[src/rtl/board_pkg.sv]
/* Shared widths, register map and stream types for the Ethernet test build.
   Register addresses are byte addresses; only aligned 32-bit words are mapped */
`default_nettype none

package board_pkg;

	// Meaningful widths
	typedef logic [7:0] axi_addr_t;
	typedef logic [31:0] axi_data_t;
	typedef logic [10:0] frame_len_t;
	typedef logic [15:0] frame_cnt_t;

	// One GMII transmit byte
	typedef struct packed {
		logic [7:0] txd;
		logic tx_en;
		logic tx_er;
	} gmii_tx_t;

	// One RGMII transmit beat, low nibble on the rising edge
	typedef struct packed {
		logic [3:0] txd_rise;
		logic [3:0] txd_fall;
		logic ctl_rise;
		logic ctl_fall;
	} rgmii_tx_t;

	// AXI4-Lite master to slave
	typedef struct packed {
		axi_addr_t awaddr;
		logic awvalid;
		axi_data_t wdata;
		logic [3:0] wstrb;
		logic wvalid;
		logic bready;
		axi_addr_t araddr;
		logic arvalid;
		logic rready;
	} axil_req_t;

	// AXI4-Lite slave to master
	typedef struct packed {
		logic awready;
		logic wready;
		logic bvalid;
		logic [1:0] bresp;
		logic arready;
		logic rvalid;
		axi_data_t rdata;
		logic [1:0] rresp;
	} axil_rsp_t;

	localparam axi_data_t BOARD_ID = 32'h4d42_0001;

	// Register map
	localparam axi_addr_t REG_ID = 8'h00;
	localparam axi_addr_t REG_CTRL = 8'h04;
	localparam axi_addr_t REG_LEN = 8'h08;
	localparam axi_addr_t REG_SEED = 8'h0C;
	localparam axi_addr_t REG_COUNT = 8'h10;
	localparam axi_addr_t REG_LED = 8'h14;

	// REG_CTRL bit positions
	localparam int CTRL_CONT_BIT = 0;
	localparam int CTRL_START_BIT = 1;
	localparam int CTRL_VCXO_BIT = 4;
	localparam int CTRL_LED_BIT = 5;

	localparam frame_len_t FRAME_LEN_DEFAULT = 11'd46;

	// Frame layout
	localparam int PREAMBLE_LEN = 7;
	localparam logic [7:0] PREAMBLE_BYTE = 8'h55;
	localparam logic [7:0] SFD_BYTE = 8'hD5;
	localparam int IFG_LEN = 12;

	// AXI response codes
	localparam logic [1:0] RESP_OKAY = 2'b00;
	localparam logic [1:0] RESP_SLVERR = 2'b10;

endpackage

`default_nettype wire

[src/rtl/ctrl_regs.sv]
/* AXI4-Lite register block, one write and one read outstanding at a time.
   Unmapped or read-only targets answer SLVERR; write strobes apply per byte */
`default_nettype none
`timescale 1ns/100ps

module ctrl_regs (
	input logic tx_clk,
	input logic rst,
	input board_pkg::axil_req_t axil_req,
	output board_pkg::axil_rsp_t axil_rsp,
	input logic frame_done,
	output logic continuous,
	output logic start_pulse,
	output logic vcxo_off,
	output logic led_override,
	output logic [7:0] led_value,
	output board_pkg::frame_len_t frame_len,
	output logic [7:0] seed,
	output board_pkg::frame_cnt_t frame_count
);
	import board_pkg::*;

	// Write address and data are captured on their own
	axi_addr_t wr_addr;
	axi_data_t wr_data;
	logic [3:0] wr_strb;
	logic aw_held;
	logic w_held;

	// Response side
	logic awready;
	logic wready;
	logic bvalid;
	logic [1:0] bresp;
	logic arready;
	logic rvalid;
	axi_data_t rdata;
	logic [1:0] rresp;

	logic aw_take;
	logic w_take;
	logic ar_take;
	logic do_write;
	logic aw_held_n;
	logic w_held_n;
	logic bvalid_n;
	logic rvalid_n;
	logic wr_ok;
	axi_data_t wr_old;
	axi_data_t wr_word;
	axi_data_t rd_word;

	function automatic logic reg_mapped(input axi_addr_t addr);
		return addr inside {REG_ID, REG_CTRL, REG_LEN, REG_SEED, REG_COUNT, REG_LED};
	endfunction

	// Read view of the register file, start always reads 0
	function automatic axi_data_t reg_read(input axi_addr_t addr);
		axi_data_t val;
		val = '0;
		case (addr)
			REG_ID: val = BOARD_ID;
			REG_CTRL: begin
				val[CTRL_CONT_BIT] = continuous;
				val[CTRL_VCXO_BIT] = vcxo_off;
				val[CTRL_LED_BIT] = led_override;
			end
			REG_LEN: val[$bits(frame_len_t)-1:0] = frame_len;
			REG_SEED: val[7:0] = seed;
			REG_COUNT: val[$bits(frame_cnt_t)-1:0] = frame_count;
			REG_LED: val[7:0] = led_value;
			default: val = '0;
		endcase
		return val;
	endfunction

	assign aw_take = axil_req.awvalid && awready;
	assign w_take = axil_req.wvalid && wready;
	assign ar_take = axil_req.arvalid && arready;
	// Write fires once both halves are held
	assign do_write = aw_held && w_held;
	assign aw_held_n = (aw_held || aw_take) && !do_write;
	assign w_held_n = (w_held || w_take) && !do_write;
	assign bvalid_n = do_write || (bvalid && !axil_req.bready);
	assign rvalid_n = ar_take || (rvalid && !axil_req.rready);
	// ID and COUNT reject writes
	assign wr_ok = reg_mapped(wr_addr) && (wr_addr != REG_ID) && (wr_addr != REG_COUNT);

	always_comb begin
		rd_word = reg_mapped(axil_req.araddr) ? reg_read(axil_req.araddr) : '0;
		wr_old = reg_read(wr_addr);
		// Merge strobed bytes over the current value
		for (int i = 0; i < 4; i++) begin
			wr_word[8*i +: 8] = wr_strb[i] ? wr_data[8*i +: 8] : wr_old[8*i +: 8];
		end
	end

	// Handshake state, readies registered so they are low out of reset
	always_ff @(posedge tx_clk) begin
		if (rst) begin
			aw_held <= 1'b0;
			w_held <= 1'b0;
			awready <= 1'b0;
			wready <= 1'b0;
			bvalid <= 1'b0;
			arready <= 1'b0;
			rvalid <= 1'b0;
		end else begin
			aw_held <= aw_held_n;
			w_held <= w_held_n;
			awready <= !aw_held_n && !bvalid_n;
			wready <= !w_held_n && !bvalid_n;
			bvalid <= bvalid_n;
			arready <= !rvalid_n;
			rvalid <= rvalid_n;
		end
	end

	// Captured payloads and response codes
	always_ff @(posedge tx_clk) begin
		if (aw_take) begin
			wr_addr <= axil_req.awaddr;
		end
		if (w_take) begin
			wr_data <= axil_req.wdata;
			wr_strb <= axil_req.wstrb;
		end
		if (do_write) begin
			bresp <= wr_ok ? RESP_OKAY : RESP_SLVERR;
		end
		if (ar_take) begin
			rdata <= rd_word;
			rresp <= reg_mapped(axil_req.araddr) ? RESP_OKAY : RESP_SLVERR;
		end
	end

	// Configuration registers and frame counter
	always_ff @(posedge tx_clk) begin
		if (rst) begin
			continuous <= 1'b0;
			start_pulse <= 1'b0;
			vcxo_off <= 1'b0;
			led_override <= 1'b0;
			led_value <= '0;
			frame_len <= FRAME_LEN_DEFAULT;
			seed <= '0;
			frame_count <= '0;
		end else begin
			start_pulse <= 1'b0;
			// Wraps at full scale
			if (frame_done)
				frame_count <= frame_count + 1'b1;
			if (do_write && wr_ok) begin
				case (wr_addr)
					REG_CTRL: begin
						continuous <= wr_word[CTRL_CONT_BIT];
						start_pulse <= wr_word[CTRL_START_BIT];
						vcxo_off <= wr_word[CTRL_VCXO_BIT];
						led_override <= wr_word[CTRL_LED_BIT];
					end
					REG_LEN: frame_len <= wr_word[$bits(frame_len_t)-1:0];
					REG_SEED: seed <= wr_word[7:0];
					REG_LED: led_value <= wr_word[7:0];
					default: ;
				endcase
			end
		end
	end

	assign axil_rsp = '{
		awready: awready,
		wready: wready,
		bvalid: bvalid,
		bresp: bresp,
		arready: arready,
		rvalid: rvalid,
		rdata: rdata,
		rresp: rresp
	};

endmodule

`default_nettype wire

[src/rtl/test_frame_gen.sv]
/* GMII test frame source without CRC; tx_er is held at 0.
   Length and seed are sampled at frame start, a zero length sends no payload */
`default_nettype none
`timescale 1ns/100ps

module test_frame_gen (
	input logic tx_clk,
	input logic rst,
	input logic start_pulse,
	input logic continuous,
	input board_pkg::frame_len_t frame_len,
	input logic [7:0] seed,
	output board_pkg::gmii_tx_t gmii,
	output logic frame_done
);
	import board_pkg::*;

	typedef enum logic [2:0] {
		IDLE,
		PREAMBLE,
		SFD,
		PAYLOAD,
		GAP
	} state_t;

	state_t state;
	// Shared by preamble, payload and gap
	frame_len_t byte_cnt;
	frame_len_t len_q;
	logic [7:0] seed_q;
	logic start_req;

	assign start_req = start_pulse || continuous;
	// High in the last idle cycle of the gap
	assign frame_done = (state == GAP) && (byte_cnt == frame_len_t'(IFG_LEN - 1));

	// Frame parameters latched as the frame begins
	always_ff @(posedge tx_clk) begin
		if (state == IDLE && start_req) begin
			len_q <= frame_len;
			seed_q <= seed;
		end
	end

	// gmii always shows the byte of the current state
	always_ff @(posedge tx_clk) begin
		if (rst) begin
			state <= IDLE;
			byte_cnt <= '0;
			gmii <= '0;
		end else begin
			gmii.tx_er <= 1'b0;
			case (state)
				IDLE: begin
					if (start_req) begin
						state <= PREAMBLE;
						byte_cnt <= '0;
						gmii.txd <= PREAMBLE_BYTE;
						gmii.tx_en <= 1'b1;
					end
				end
				PREAMBLE: begin
					if (byte_cnt == frame_len_t'(PREAMBLE_LEN - 1)) begin
						state <= SFD;
						gmii.txd <= SFD_BYTE;
					end else begin
						byte_cnt <= byte_cnt + 1'b1;
					end
				end
				SFD: begin
					byte_cnt <= '0;
					if (len_q == '0) begin
						state <= GAP;
						gmii <= '0;
					end else begin
						// First payload byte is the seed
						state <= PAYLOAD;
						gmii.txd <= seed_q;
					end
				end
				PAYLOAD: begin
					if (byte_cnt == len_q - 1'b1) begin
						state <= GAP;
						byte_cnt <= '0;
						gmii <= '0;
					end else begin
						byte_cnt <= byte_cnt + 1'b1;
						// Counting pattern, wraps mod 256
						gmii.txd <= gmii.txd + 1'b1;
					end
				end
				GAP: begin
					if (frame_done) begin
						state <= IDLE;
						byte_cnt <= '0;
					end else begin
						byte_cnt <= byte_cnt + 1'b1;
					end
				end
				default: begin
					state <= IDLE;
					gmii <= '0;
				end
			endcase
		end
	end

endmodule

`default_nettype wire

[src/rtl/gmii_to_rgmii.sv]
/* Registered GMII to RGMII transmit fold, one cycle of latency.
   Models the DDR output as a nibble pair; no clock forwarding or skew */
`default_nettype none
`timescale 1ns/100ps

module gmii_to_rgmii (
	input logic tx_clk,
	input logic rst,
	input board_pkg::gmii_tx_t gmii,
	output board_pkg::rgmii_tx_t rgmii
);

	logic [3:0] txd_rise;
	logic [3:0] txd_fall;
	logic ctl_rise;
	logic ctl_fall;

	// RGMII control, rising carries tx_en
	// falling carries tx_en xor tx_er
	always_ff @(posedge tx_clk) begin
		if (rst) begin
			ctl_rise <= 1'b0;
			ctl_fall <= 1'b0;
		end else begin
			ctl_rise <= gmii.tx_en;
			ctl_fall <= gmii.tx_en ^ gmii.tx_er;
		end
	end

	// Low nibble first, then high nibble
	always_ff @(posedge tx_clk) begin
		txd_rise <= gmii.txd[3:0];
		txd_fall <= gmii.txd[7:4];
	end

	assign rgmii = '{
		txd_rise: txd_rise,
		txd_fall: txd_fall,
		ctl_rise: ctl_rise,
		ctl_fall: ctl_fall
	};

endmodule

`default_nettype wire

[src/rtl/board_base.sv]
/* Portable core of the test build, all on tx_clk.
   LEDs lag their source by one cycle */
`default_nettype none
`timescale 1ns/100ps

module board_base (
	input logic tx_clk,
	input logic rst,
	input board_pkg::axil_req_t axil_req,
	output board_pkg::axil_rsp_t axil_rsp,
	output board_pkg::gmii_tx_t gmii,
	output logic [7:0] leds,
	output logic vcxo_en
);
	import board_pkg::*;

	// Configuration from the register block
	logic continuous;
	logic start_pulse;
	logic vcxo_off;
	logic led_override;
	logic [7:0] led_value;
	frame_len_t frame_len;
	logic [7:0] seed;
	frame_cnt_t frame_count;
	logic frame_done;

	ctrl_regs regs_i (
		.tx_clk(tx_clk),
		.rst(rst),
		.axil_req(axil_req),
		.axil_rsp(axil_rsp),
		.frame_done(frame_done),
		.continuous(continuous),
		.start_pulse(start_pulse),
		.vcxo_off(vcxo_off),
		.led_override(led_override),
		.led_value(led_value),
		.frame_len(frame_len),
		.seed(seed),
		.frame_count(frame_count)
	);

	test_frame_gen gen_i (
		.tx_clk(tx_clk),
		.rst(rst),
		.start_pulse(start_pulse),
		.continuous(continuous),
		.frame_len(frame_len),
		.seed(seed),
		.gmii(gmii),
		.frame_done(frame_done)
	);

	// Override value, else low byte of the frame count
	always_ff @(posedge tx_clk) begin
		if (rst)
			leds <= '0;
		else
			leds <= led_override ? led_value : frame_count[7:0];
	end

	// Oscillator runs unless software turns it off
	assign vcxo_en = ~vcxo_off;

endmodule

`default_nettype wire

[src/rtl/board_top.sv]
/* Board top for simulation, no vendor clocking or I/O cells.
   RGMII transmit beats appear as nibble pairs on rgmii_tx */
`default_nettype none
`timescale 1ns/100ps

module board_top (
	input logic tx_clk,
	input logic rst,
	input board_pkg::axil_req_t axil_req,
	output board_pkg::axil_rsp_t axil_rsp,
	output board_pkg::rgmii_tx_t rgmii_tx,
	output logic [7:0] leds,
	output logic vcxo_en
);
	import board_pkg::*;

	// GMII between core and PHY stage
	gmii_tx_t gmii;

	board_base base_i (
		.tx_clk(tx_clk),
		.rst(rst),
		.axil_req(axil_req),
		.axil_rsp(axil_rsp),
		.gmii(gmii),
		.leds(leds),
		.vcxo_en(vcxo_en)
	);

	// Stands in for the DDR output cells
	gmii_to_rgmii gmii_to_rgmii_i (
		.tx_clk(tx_clk),
		.rst(rst),
		.gmii(gmii),
		.rgmii(rgmii_tx)
	);

endmodule

`default_nettype wire

[config.mk]
export PLATFORM = sky130hd
export DESIGN_NAME = board_top
export DESIGN_NICKNAME = d
export VERILOG_FILES = /design/src/rtl/board_pkg.sv /design/src/rtl/ctrl_regs.sv /design/src/rtl/test_frame_gen.sv /design/src/rtl/gmii_to_rgmii.sv /design/src/rtl/board_base.sv /design/src/rtl/board_top.sv
export SDC_FILE = /design/constraint.sdc
export NUM_CORES = 1
export LEC_CHECK = 0
export BUFFER_PORTS_ARGS = -buffer_cell sky130_fd_sc_hd__buf_4
export CAP_MARGIN = 20
export CORE_MARGIN = 4
export CORE_UTILIZATION = 60
export DETAILED_ROUTE_END_ITERATION = 8
export GPL_TIMING_DRIVEN = 0
export PLACE_DENSITY = 0.88
export SYNTH_ARGS = -nofsm -noshare
export SYNTH_HDL_FRONTEND = slang
export SYNTH_SLANG_ARGS = --single-unit
[constraint.sdc]
create_clock -name tx_clk -period 5.8 [get_ports tx_clk]
set_input_delay 0.87 -clock tx_clk [delete_from_list [all_inputs] [get_ports tx_clk]]
set_output_delay 0.87 -clock tx_clk [all_outputs]
set_load 0.005 [all_outputs]
==> results.py <==
metrics = {
    "timing": {
        "slew_headroom": 0.468,
        "fin_worst_skew_ns": 0.0120,
        "fin_crit_sh": 0.492,
        "finalCriticalPeriod_ns": 2.86,
        "setup_slack_ns": 2.94,
        "setup_tns_ns": 0,
        "hold_viol": 0,
        "rsz0062_at_grt": "false",
        "tightest_slew_ns": 0.798,
        "final_max_slew_viol_count": 0,
        "hold_ws_ns": 0.389,
        "max_freq_ghz": 0.350,
        "setup_viol": 0,
    },
    "power": {
        "p_comb_frac": 0.039,
        "netSwitchingPower_uw": 473,
        "p_seq_frac": 0.476,
        "ir_drop_v": 0.000284,
        "p_leak_nw": 3.25,
        "switching_share": 0.198,
        "internal-power_mw": 1.91,
        "power_frac_clock": 0.485,
        "p_per_area_nw_per_um2": 286,
    },
    "cts": {
        "clock_path_buffers": 2,
        "cts_resized": 0,
        "clk_pin_slew_ns": 0.06,
        "htree_levels": 4,
        "clock-sinks": 153,
        "ctsRootBufferMaster": "clkbuf_16",
        "clk_latency_ns": 0.43,
        "post-cts-setup-buffer-count": 0,
        "cts_tree": "built",
        "cts_made_buffers": 17,
        "cts_hold_buf": 0,
    },
    "synth": {
        "syn_area_um2": 6880,
        "ys_seq_elements": 153,
        "yosys_most_used_dff": "dfxtp_1",
        "yosysSeqAreaShare": 0.531,
        "ys_warn_count": 0,
        "ys_async_sr_fraction": 0,
        "synth.avg_cell_area_um2": 10.2,
        "synth_edf_count": 59,
        "yosysUniqueCellTypes": 65,
        "synthCells": 675,
    },
    "worst_setup_path": {
        "ff2ff_setup_slack_ns": 2.94,
        "critPathLaunch": "base_i.gen_i.len_q[0]$_DFFE_PP_",
        "crit_slowest_cell": "nor4_4",
        "cp.required_ns": 6.09,
        "crit_chain": "inv_1 > ha_1 > or3b_2 > a2111oi_0 > nor2_1 > a22oi_2 > nand2_2 > nor4_4 > nor3_1",
        "max_stage_delay_ns": 0.51,
        "cp_max_fo": 9,
        "crit_type": "reg2reg",
        "reg2reg_depth": 9,
        "worstReg2RegEnd": "base_i.gen_i.byte_cnt[6]$_SDFFE_PP0P_",
        "reg2reg_from": "base_i.gen_i.len_q[0]$_DFFE_PP_",
        "critPathLaunchType": "flop",
        "worstSetupEndpointType": "flop",
        "worst_ep_arrival_time_ns": 3.15,
    },
    "cells_and_area": {
        "layout_common_cells": "buf_4, dfxtp_1, nor2_1",
        "final_core_util": 0.757,
        "layout_commonest_cell": "buf_4",
        "final_nets": 851,
        "drive_above_1_share": 0.204,
        "area_growth_pct": 21.4,
        "insertedDiodeCount": 0,
    },
    "global_route": {
        "grt_pass1_wl_mm": 27.4,
        "antenna_found_initial": 0,
        "grt_pass1_vias": 5409,
        "grtUsageTotal": 0.267,
        "grt_max_degree": 20,
        "overflow": 0,
    },
    "hold_path": {
        "worstHoldStart": "base_i.gen_i.gmii[9]$_SDFFE_PP0P_",
        "holdPathEnd": "gmii_to_rgmii_i.txd_fall[3]$_DFF_P_",
        "holdPathStages": 0,
        "hold_path_class": "reg2reg",
    },
    "floorplan": {
        "dieHeight_um": 115,
        "die-area_um2": 13200,
        "start_util": 0.624,
        "core-area_um2": 11000,
        "io_pins": 119,
        "die_w_um": 115,
        "row_count": 38,
    },
    "placed_design": {
        "pre_cts_ws_ns": 2.96,
        "routabilityCongestion": 0.921,
        "place_hpwl_mm": 12.7,
        "portBuffers": 81,
    },
    "drt": {
        "wire_per_inst_um": 18.4,
        "routed_via_density": 5.88,
        "first_pass_iters": 7,
        "vias": 5530,
        "drcViolationCount": 0,
        "wl_mm": 17.3,
        "drt-initial-drc-count": 551,
        "ant_nets": 0,
    },
    "outcome": {
        "outcome": "finished, final reports clean",
    },
    "flow_run": {
        "maxCapViolCount": 0,
    },
}
## per-layer routing
layer	routed length (um)	share of wire	vias up	track usage
li1	-	-	2637	-
met1	7020	0.41	2608	0.329
met2	8650	0.50	238	0.456
met3	1090	0.063	47	0.0542
met4	512	0.030	0	0.115
met5	0	0	-	0
## cell families after synthesis
| group | count (synthesis) | share of synthesized area |
|---|---|---|
| AOI/OAI and AO/OA | 115 | 0.121 |
| xor gates and xnor gates | 34 | 0.0433 |
| adders and majority gates | 5 | 0.00909 |
| buffers and inverters | 76 | 0.0567 |
| DFF | 153 | 0.531 |
| muxes | 30 | 0.0436 |
| other | 1 | 0.000545 |
| and+or+nand+nor | 261 | 0.195 |
## power groups by stage
stage / combinational, mW / sequential, mW / clock, mW
final: 0.0927 / 1.14 / 1.16
after global routing: 0.101 / 1.14 / 1.21
after CTS: 0.0921 / 1.14 / 1.16
after detailed placement: 0.0917 / 1.16 / 0
after global placement: 0.0889 / 1.16 / 0
after floorplan: 0.0486 / 1.16 / 0
## cell usage after synthesis, types with 3 or more instances
cell,number,share of area
o22ai_1,12,0.011
nand3b_1,4,0.0044
or3_1,4,0.0036
buf_1,4,0.0022
buf_4,24,0.026
nor2b_1,12,0.011
inv_1,17,0.0093
nand4_1,6,0.0055
and3_1,10,0.0091
a22oi_1,24,0.026
nand2_1,44,0.024
a32oi_1,4,0.0051
a21o_1,3,0.0033
nand3_1,19,0.014
nor2_1,84,0.046
dfxtp_1,94,0.27
a221oi_1,3,0.0038
edfxtp_1,59,0.26
or2_2,3,0.0027
a31oi_1,4,0.0036
nor3_1,27,0.020
ha_1,5,0.0091
nor3b_1,5,0.0055
xnor2_1,15,0.019
o21ai_0,9,0.0065
nand2b_1,3,0.0027
a21oi_1,14,0.010
a211oi_1,14,0.015
nor4_1,11,0.010
a2bb2oi_1,3,0.0038
and2_1,12,0.011
o211ai_1,4,0.0044
buf_2,6,0.0044
clkbuf_1,24,0.013
mux2i_1,30,0.044
xor2_1,19,0.024
## worst max path at each step
stage                                                   endpoint  slack, ns  cells after the start
after floorplan                  base_i.gen_i.len_q[0]$_DFFE_PP_       3.21                      3
after global placement           base_i.gen_i.len_q[2]$_DFFE_PP_       2.71                      3
after detailed placement   base_i.gen_i.byte_cnt[6]$_SDFFE_PP0P_       2.96                      9
after CTS                  base_i.gen_i.byte_cnt[6]$_SDFFE_PP0P_       2.95                      9
after global routing      base_i.gen_i.byte_cnt[10]$_SDFFE_PP0P_       2.73                      9
final                      base_i.gen_i.byte_cnt[6]$_SDFFE_PP0P_       2.94                      9
## metrics by stage
stage	cells	power, mW	cell area, um^2
final	940	2.39	8350
after CTS	940	2.39	8350
after floorplan	686	1.21	6920
after global routing	940	2.44	8350
after detailed placement	908	1.25	7720
after global placement	907	1.25	7700
## layout make-up
| cell class | count | area (um^2) |
|---|---|---|
| plain buffers | 59 | 327 |
| repair buffers | 82 | 619 |
| multi-input cells | 457 | 2880 |
| inverters | 17 | 63.8 |
| clock buffers | 26 | 553 |
| fillers | 761 | 2680 |
| clock inverters | 6 | 80.1 |
| well taps | 140 | 175 |
| flip-flops and latches | 153 | 3650 |
## flip-flops by register name, indices dropped and copies added (netlist names), 8 cells and up
signal / cells
base_i.regs_i.seed: 8
base_i.regs_i.led_value: 8
base_i.regs_i.rdata: 17
base_i.gen_i.len_q: 11
base_i.gen_i.byte_cnt: 11
base_i.leds: 8
base_i.gen_i.gmii: 9
base_i.gen_i.seed_q: 8
base_i.regs_i.frame_len: 11
base_i.regs_i.wr_addr: 8
base_i.regs_i.wr_data: 11
base_i.regs_i.frame_count: 16
## critical path, delay by kind of cell, from the launching register on
family                     cells  cell delay [ns]
AOI/OAI and AO/OA              2             0.54
adders and majority gates      1             0.24
and+or+nand+nor                5             1.36
buffers and inverters          1             0.10
DFF                            1             0.48
Power figures use the tool's default switching activity.
